File: src/hdl/cpu_isa_pkg.sv
/*
 * Instruction-set definitions for the RV64 subset
 * Word widths, opcodes, function codes, instruction and write structs
 */
`default_nettype none

package cpu_isa_pkg;

   // ========================================================================
   // Widths
   // ========================================================================
   // Register width
   localparam int xlen = 64;
   // Instruction width
   localparam int ilen = 32;
   // Architectural registers x0 to x31
   localparam int reg_count = 32;

   // ========================================================================
   // Opcodes and function codes
   // ========================================================================
   localparam logic [6:0] op_lui    = 7'b0110111;
   localparam logic [6:0] op_op_imm = 7'b0010011;
   localparam logic [6:0] op_op     = 7'b0110011;
   localparam logic [6:0] op_store  = 7'b0100011;

   // Selects within op_op_imm, op_op and op_store
   localparam logic [2:0] funct3_addi = 3'b000;
   localparam logic [2:0] funct3_add  = 3'b000;
   localparam logic [2:0] funct3_sb   = 3'b000;

   // R-type layout, the other formats reuse these bit positions
   typedef struct packed {
      logic [6:0] funct7;
      logic [4:0] rs2;
      logic [4:0] rs1;
      logic [2:0] funct3;
      logic [4:0] rd;
      logic [6:0] opcode;
   } instr_fields_t;

   // Register write request, addr zero is dropped by the register file
   typedef struct packed {
      logic                         en;
      logic [$clog2(reg_count)-1:0] addr;
      logic [xlen-1:0]              data;
   } reg_write_t;

endpackage

`default_nettype wire

File: src/hdl/board_io_pkg.sv
/*
 * Board-side definitions
 * Memory depth, loader, console and LED view structs
 */
`default_nettype none

package board_io_pkg;

   // Instruction memory depth in words
   localparam int mem_words = 3000;
   // Word index width, enough for mem_words
   localparam int mem_addr_bits = 12;

   // Loader input, data is in image byte order
   typedef struct packed {
      logic                     en;
      logic [mem_addr_bits-1:0] addr;
      logic [31:0]              data;
   } load_t;

   // Console output, one character per write pulse
   typedef struct packed {
      logic       write;
      logic [7:0] data;
   } console_t;

   // Status LEDs
   typedef struct packed {
      logic [7:0] green;
      logic [7:0] red;
      logic       heartbeat;
   } led_view_t;

endpackage

`default_nettype wire

File: src/hdl/execute_unit.sv
/*
 * Execute stage, decodes LUI, ADDI, ADD and SB from the instruction register
 * Drives the register write request and the console pulse
 */
`timescale 1ns/1ps
`default_nettype none

module execute_unit
   import cpu_isa_pkg::*;
   import board_io_pkg::*;
(
   input  wire             clock_1hz,
   input  wire             KEY0,
   input  instr_fields_t   ir,
   input  wire [xlen-1:0]  rs1_data,
   input  wire [xlen-1:0]  rs2_data,
   output reg_write_t      reg_write,
   output console_t        console
);

   logic [xlen-1:0] imm_i;
   logic [xlen-1:0] imm_u;
   logic            is_lui;
   logic            is_addi;
   logic            is_add;
   logic            is_sb;

   // ========================================================================
   // Decode
   // ========================================================================
   assign is_lui  = (ir.opcode == op_lui);
   assign is_addi = (ir.opcode == op_op_imm) && (ir.funct3 == funct3_addi);
   // funct7 must be zero, otherwise it would be SUB
   assign is_add  = (ir.opcode == op_op) && (ir.funct3 == funct3_add) &&
                    (ir.funct7 == 7'b0000000);
   assign is_sb   = (ir.opcode == op_store) && (ir.funct3 == funct3_sb);

   // ========================================================================
   // Immediates
   // ========================================================================
   // I-type, ir[31:20] sign-extended
   assign imm_i = {{52{ir.funct7[6]}}, ir.funct7, ir.rs2};

   // U-type, upper 20 bits with low 12 cleared, then sign-extended from bit 31
   assign imm_u = {{32{ir.funct7[6]}}, ir.funct7, ir.rs2, ir.rs1, ir.funct3, 12'h000};

   // ========================================================================
   // Register write
   // ========================================================================
   // Lands on the edge that brings the next instruction into ir
   always_comb begin
      reg_write.en   = 1'b0;
      reg_write.addr = ir.rd;
      reg_write.data = '0;
      if (is_lui) begin
         reg_write.en   = 1'b1;
         reg_write.data = imm_u;
      end else if (is_addi) begin
         reg_write.en   = 1'b1;
         reg_write.data = rs1_data + imm_i;
      end else if (is_add) begin
         reg_write.en   = 1'b1;
         reg_write.data = rs1_data + rs2_data;
      end
   end

   // ========================================================================
   // Console
   // ========================================================================
   // One-cycle pulse per store-byte, data held until the next store
   always_ff @(posedge clock_1hz or negedge KEY0) begin
      if (!KEY0) begin
         console.write <= 1'b0;
         console.data  <= 8'h00;
      end else begin
         console.write <= is_sb;
         if (is_sb) begin
            console.data <= rs2_data[7:0];
         end
      end
   end

   // Console is a strobe, stores are never issued back to back
   console_pulse_a : assert property (
      @(posedge clock_1hz) disable iff (!KEY0)
      console.write |=> !console.write
   );

endmodule

`default_nettype wire

File: config.mk
export PLATFORM = sky130hd
export DESIGN_NAME = execute_unit
export DESIGN_NICKNAME = d
export VERILOG_FILES = /design/src/hdl/cpu_isa_pkg.sv /design/src/hdl/board_io_pkg.sv /design/src/hdl/execute_unit.sv
export SDC_FILE = /design/constraint.sdc
export NUM_CORES = 1
export LEC_CHECK = 0
export BUFFER_PORTS_ARGS = -buffer_cell sky130_fd_sc_hd__buf_2
export CAP_MARGIN = 10
export CORE_MARGIN = 1.5
export CORE_UTILIZATION = 30
export CTS_CLUSTER_DIAMETER = 30
export CTS_CLUSTER_SIZE = 40
export DETAILED_ROUTE_END_ITERATION = 8
export PLACE_DENSITY = 0.61
export SETUP_SLACK_MARGIN = 0.02
export SLEW_MARGIN = 15
export SYNTH_ARGS = -nofsm -noshare
export SYNTH_HDL_FRONTEND = slang
export SYNTH_SLANG_ARGS = --single-unit
File: constraint.sdc
create_clock -name clock_1hz -period 3 [get_ports clock_1hz]
set_input_delay 0.15 -clock clock_1hz [delete_from_list [all_inputs] [get_ports clock_1hz]]
set_output_delay 0.15 -clock clock_1hz [all_outputs]
set_load 0.005 [all_outputs]
# ---- After elaboration in Yosys (flattened, before gate mapping)
# Index checks and enable logic that the tools add are counted.
dict set report word_totals {
  reg_bits 9
  in_bits 162
}
dict set report op_classes {
  addsub 2
  n_eq_ne 4
  mux 6
  n_reduce_logical 6
}
# operator n
set op_table {}
lappend op_table {{64-bit 2-to-1 mux} 3}
lappend op_table {{64-bit adder} 2}
lappend op_table {{7-bit by 6-bit equality test with 1-bit output (second input constant)} 3}
lappend op_table {{7-bit by 5-bit equality test with 1-bit output (second input constant)} 1}
lappend op_table {{7-bit logical NOT} 1}
lappend op_table {{1-bit logical AND} 4}
lappend op_table {{3-bit logical NOT} 1}
lappend op_table {{1-bit 2-to-1 mux} 3}

# ---- Depth between registers and ports, before layout
dict set report logic_depth {
  ltp_word 6
  depth_mapped 13
}

# ---- Worst setup path before layout
# No wires, ideal clock.
dict set report synth_timing {
  path_kind {input -> output}
  start {input rs1_data[0]}
  end {output reg_write[58] (netlist name)}
  t_arrival_ns 2.680
  t_required_ns 2.850
  path_slack_ns 0.170
  cell_stages 13
  path_cell_list {ha_1 > inv_1 > fa_1 > and2b_1 > o31a_2 > o21ai_2 > o21ai_4 > a21oi_2 > or4_4 > and3_4 > o311ai_4 > xnor2_1 > o211ai_2}
}
# element line_no
set synth_lines {}
lappend synth_lines {{start, declared} execute_unit.sv:15} ;# input wire [xlen-1:0] rs1_data,
lappend synth_lines {{end, declared} execute_unit.sv:17} ;# output reg_write_t reg_write,

==> metrics <==
async set-reset flop share out of synthesis=1.000; filler instances=2865; Critical Path AT=3.03 ns; fin. max-slew vios=0; Worst Path Class, Setup=primary input to output pin; Clk pwr share=0.070; pin count of the biggest net entering global routing=50; Clock Latency Late Sink=0.23 ns; yosys warns=0; area inside the core boundary=29010 µm²; post-synthesis register bit count=9; maximum clock frequency=314.6 MHz; Hold Crit Depth=3; Slew @ Worst Pin=0.6462 ns; overall power=0.003417 W; CP Max Fanout=3; register area share after synthesis=0.02526; number of nets with antenna violations after detailed routing=0; number of flip-flops in the largest register=9; number of top-level pins=241; setup ws final=-0.1787 ns; final hold violation count=0; site row count=62; height of the die=175.4 µm; share of final-layout standard cells stronger than drive strength 1=0.4332; combinational group share of total power=0.893; CTS root buf=clkbuf_16; via density per instance=5.606; Int Power=0.001773 W; violated checks=setup timing; sink count of the clock tree=9; clock skew after layout=0 ns; launching point of the worst reg2reg path=console[1]$_DFFE_PN0P_; detailed router's first-iteration violation count=773; final critical-path required period=3.179 ns; final cycle utilization of the critical path=1.060; Clock Path Buffers=2; r2r endpoint=console[1]$_DFFE_PN0P_; data required time of the worst path=2.85 ns; floorplan die area=30760 µm²; Total Routed Length=43730 µm; final count of negative-setup-slack endpoints=11; vias in the first global route=12430; Worst Reg-to-Reg Cells=2; wire length of the first global-routing pass=65840 µm; worst rel slew slack=0.5659; Flop pwr share=0.037; gr ovfl total=0; total power per unit cell area=230.6 nW/µm²; switching share of power=0.4810; worst setup slack for register-to-register paths=2.35 ns; half-perimeter wire length of the detailed placement result=35460 µm; TritonCTS clock tree=done; DR vias=12800; Area Overhead vs Synth=66.18%; count of different cell masters after synthesis=83; terminating pin of the worst hold path=console[0]$_DFFE_PN0P_; 1st-pass router iterations=6; Mean Syn Cell Area=6.654 µm²; unrepaired setup endpoints after global routing=yes; Tightest Hold Check Type=primary input to flop; Net Count, Synth=1630; status=finished with violations; Post-Syn Area=8916 µm²; routed wire length per instance=19.15 µm; final weighted congestion in routability-driven placement=0.9131; final routed DRC violation total=0; Top reg by flops=console; Post-synth EDFFs=0; Worst Setup Start Kind=primary input; leading register cell type out of synthesis=dfrtp_1; switching power=0.001644 W; Post-Place Worst Slack=-0.5593 ns; nets@finish=2191; Port Buf Inserts=230; CTS HTree Levels=1; sort of element at the end of the critical path=output pin; Max-Cap Viols=0; clock-pin slew on the worst setup and hold paths=0.04 ns; CTS buffer count=3; biggest registers after layout=console x9; initial core utilization=0.3073; critical hold path startpoint=rs2_data[0]; initial antenna violation count=0; Total GRT Usage=0.2680; antenna cell count=0; cell count after synthesis=1340; overall die width=175.4 µm; leakage power total=6.983 nW; Peak VDD IR=0.1659 mV
what timing repair did:
action | CTS | global route
cloned | 2 | 0
buffers inserted | 16 | 18
hold buffers | 1 | 0
setup endpoints to repair | 35 | 36
gates resized for setup | 149 | 114
hold endpoints to repair | 9 | 0
pin swaps | 74 | 82
power by group through the flow:
stage | Clock [W] | Sequential [W] | Combinational [W]
after floorplan | 0 | 0.000128 | 0.00142
after CTS | 0.000241 | 0.000126 | 0.00282
final | 0.000240 | 0.000126 | 0.00305
after global routing | 0.000248 | 0.000127 | 0.00328
after global placement | 0 | 0.000128 | 0.00256
after detailed placement | 0 | 0.000128 | 0.00258
critical path: stages:
cell	delay, ns
buf_8	0.10
ha_4	0.15
inv_2	0.05
fa_2	0.18
and2b_1	0.20
o31a_4	0.32
buf_6	0.13
o2111ai_4	0.25
a31oi_4	0.14
a41o_4	0.31
buf_4	0.14
buf_6	0.12
a31oi_4	0.20
o21bai_1	0.10
xnor2_1	0.13
o221ai_1	0.18
buf_2	0.16
through the flow:
step / area, µm² / hold slack, ns / std cells / setup TNS [ns] / util
floorplan: 8916 / -0.1456 / 1340 / 0 / -
global placement: 13020 / 0.01537 / 2247 / -10.19 / 0.4488
detailed placement: 13020 / 0.02393 / 2247 / -10.20 / 0.4488
CTS: 14130 / 0.1253 / 2270 / -1.416 / 0.4870
global route: 14820 / 0.1296 / 2284 / -2.715 / 0.5107
finish: 14820 / 0.1242 / 2284 / -1.067 / 0.5107
synth_stat cells, types with 30 or more instances:
cell type	instances	share of area
a21o_1	54	0.045
o21ai_0	94	0.053
xnor2_1	65	0.064
inv_1	43	0.018
xor2_1	44	0.043
clkbuf_1	53	0.022
o21bai_1	34	0.029
a21oi_1	170	0.095
nand2_1	146	0.061
nand4_1	49	0.034
ha_1	126	0.18
nor2_1	89	0.037
nor3_1	30	0.017
final cells by class:
cell class	count	area, µm²	share of cell area
repair buffers	631	4370	0.2950
inverters	44	165.2	0.01115
multi-input cells	1212	9497	0.6409
flip-flops and latches	9	225.2	0.01520
well taps	384	480.5	0.03243
clock buffers	4	78.83	0.005320
placed cells by master (no fill, tap or decap), types with 7 or more instances in the layout:
cell type	synthesis	layout
a31oi_4	0	8
and2_1	9	7
a31oi_1	17	7
a22oi_1	13	11
nand2_1	146	143
o21ai_2	3	12
o22ai_1	11	11
ha_4	0	31
nor2b_1	8	7
nor3_1	30	23
a21oi_2	2	21
and3_1	14	11
a21oi_1	170	145
xnor2_1	65	60
inv_1	43	39
o221ai_1	18	16
buf_2	12	223
nand2b_1	12	10
a211oi_1	12	7
dfrtp_1	9	9
o21ai_1	21	27
xor2_1	44	43
nand4_1	49	49
a21o_1	54	54
ha_1	126	92
nand3_1	23	21
o21bai_1	34	33
o21ai_0	94	74
buf_6	0	19
buf_4	8	380
o21a_1	17	17
nor2_1	89	85
mux2i_1	8	8
o211ai_1	14	14
nor3_2	1	7
how the worst max path moves through the flow:
stage	from	end	slack, ns
floorplan	rs1_data[0]	reg_write[58]	0.17
global placement	rs1_data[0]	reg_write[56]	-0.46
detailed placement	ir[31]	reg_write[55]	-0.56
CTS	rs2_data[0]	reg_write[58]	-0.19
global route	ir[31]	reg_write[55]	-0.26
finish	rs1_data[0]	reg_write[56]	-0.18
per-layer routing:
metal / wire [µm] / GRT usage
met1: 18800 / 0.3494
met2: 20630 / 0.4608
met3: 2658 / 0.02771
met4: 1646 / 0.08618
met5: 0 / 0
cell families after synthesis:
| family | count (synthesis) | share of synthesized area |
|---|---|---|
| AO/OA/AOI/OAI | 547 | 0.3960 |
| XOR/XNOR | 109 | 0.1071 |
| adder cells (fa/ha/maj) | 128 | 0.1813 |
| buffers and inverters | 119 | 0.05515 |
| flip-flops | 9 | 0.02526 |
| multiplexers | 8 | 0.008982 |
| AND/OR/NAND/NOR | 420 | 0.2262 |
(Power assumes the default switching activity.)
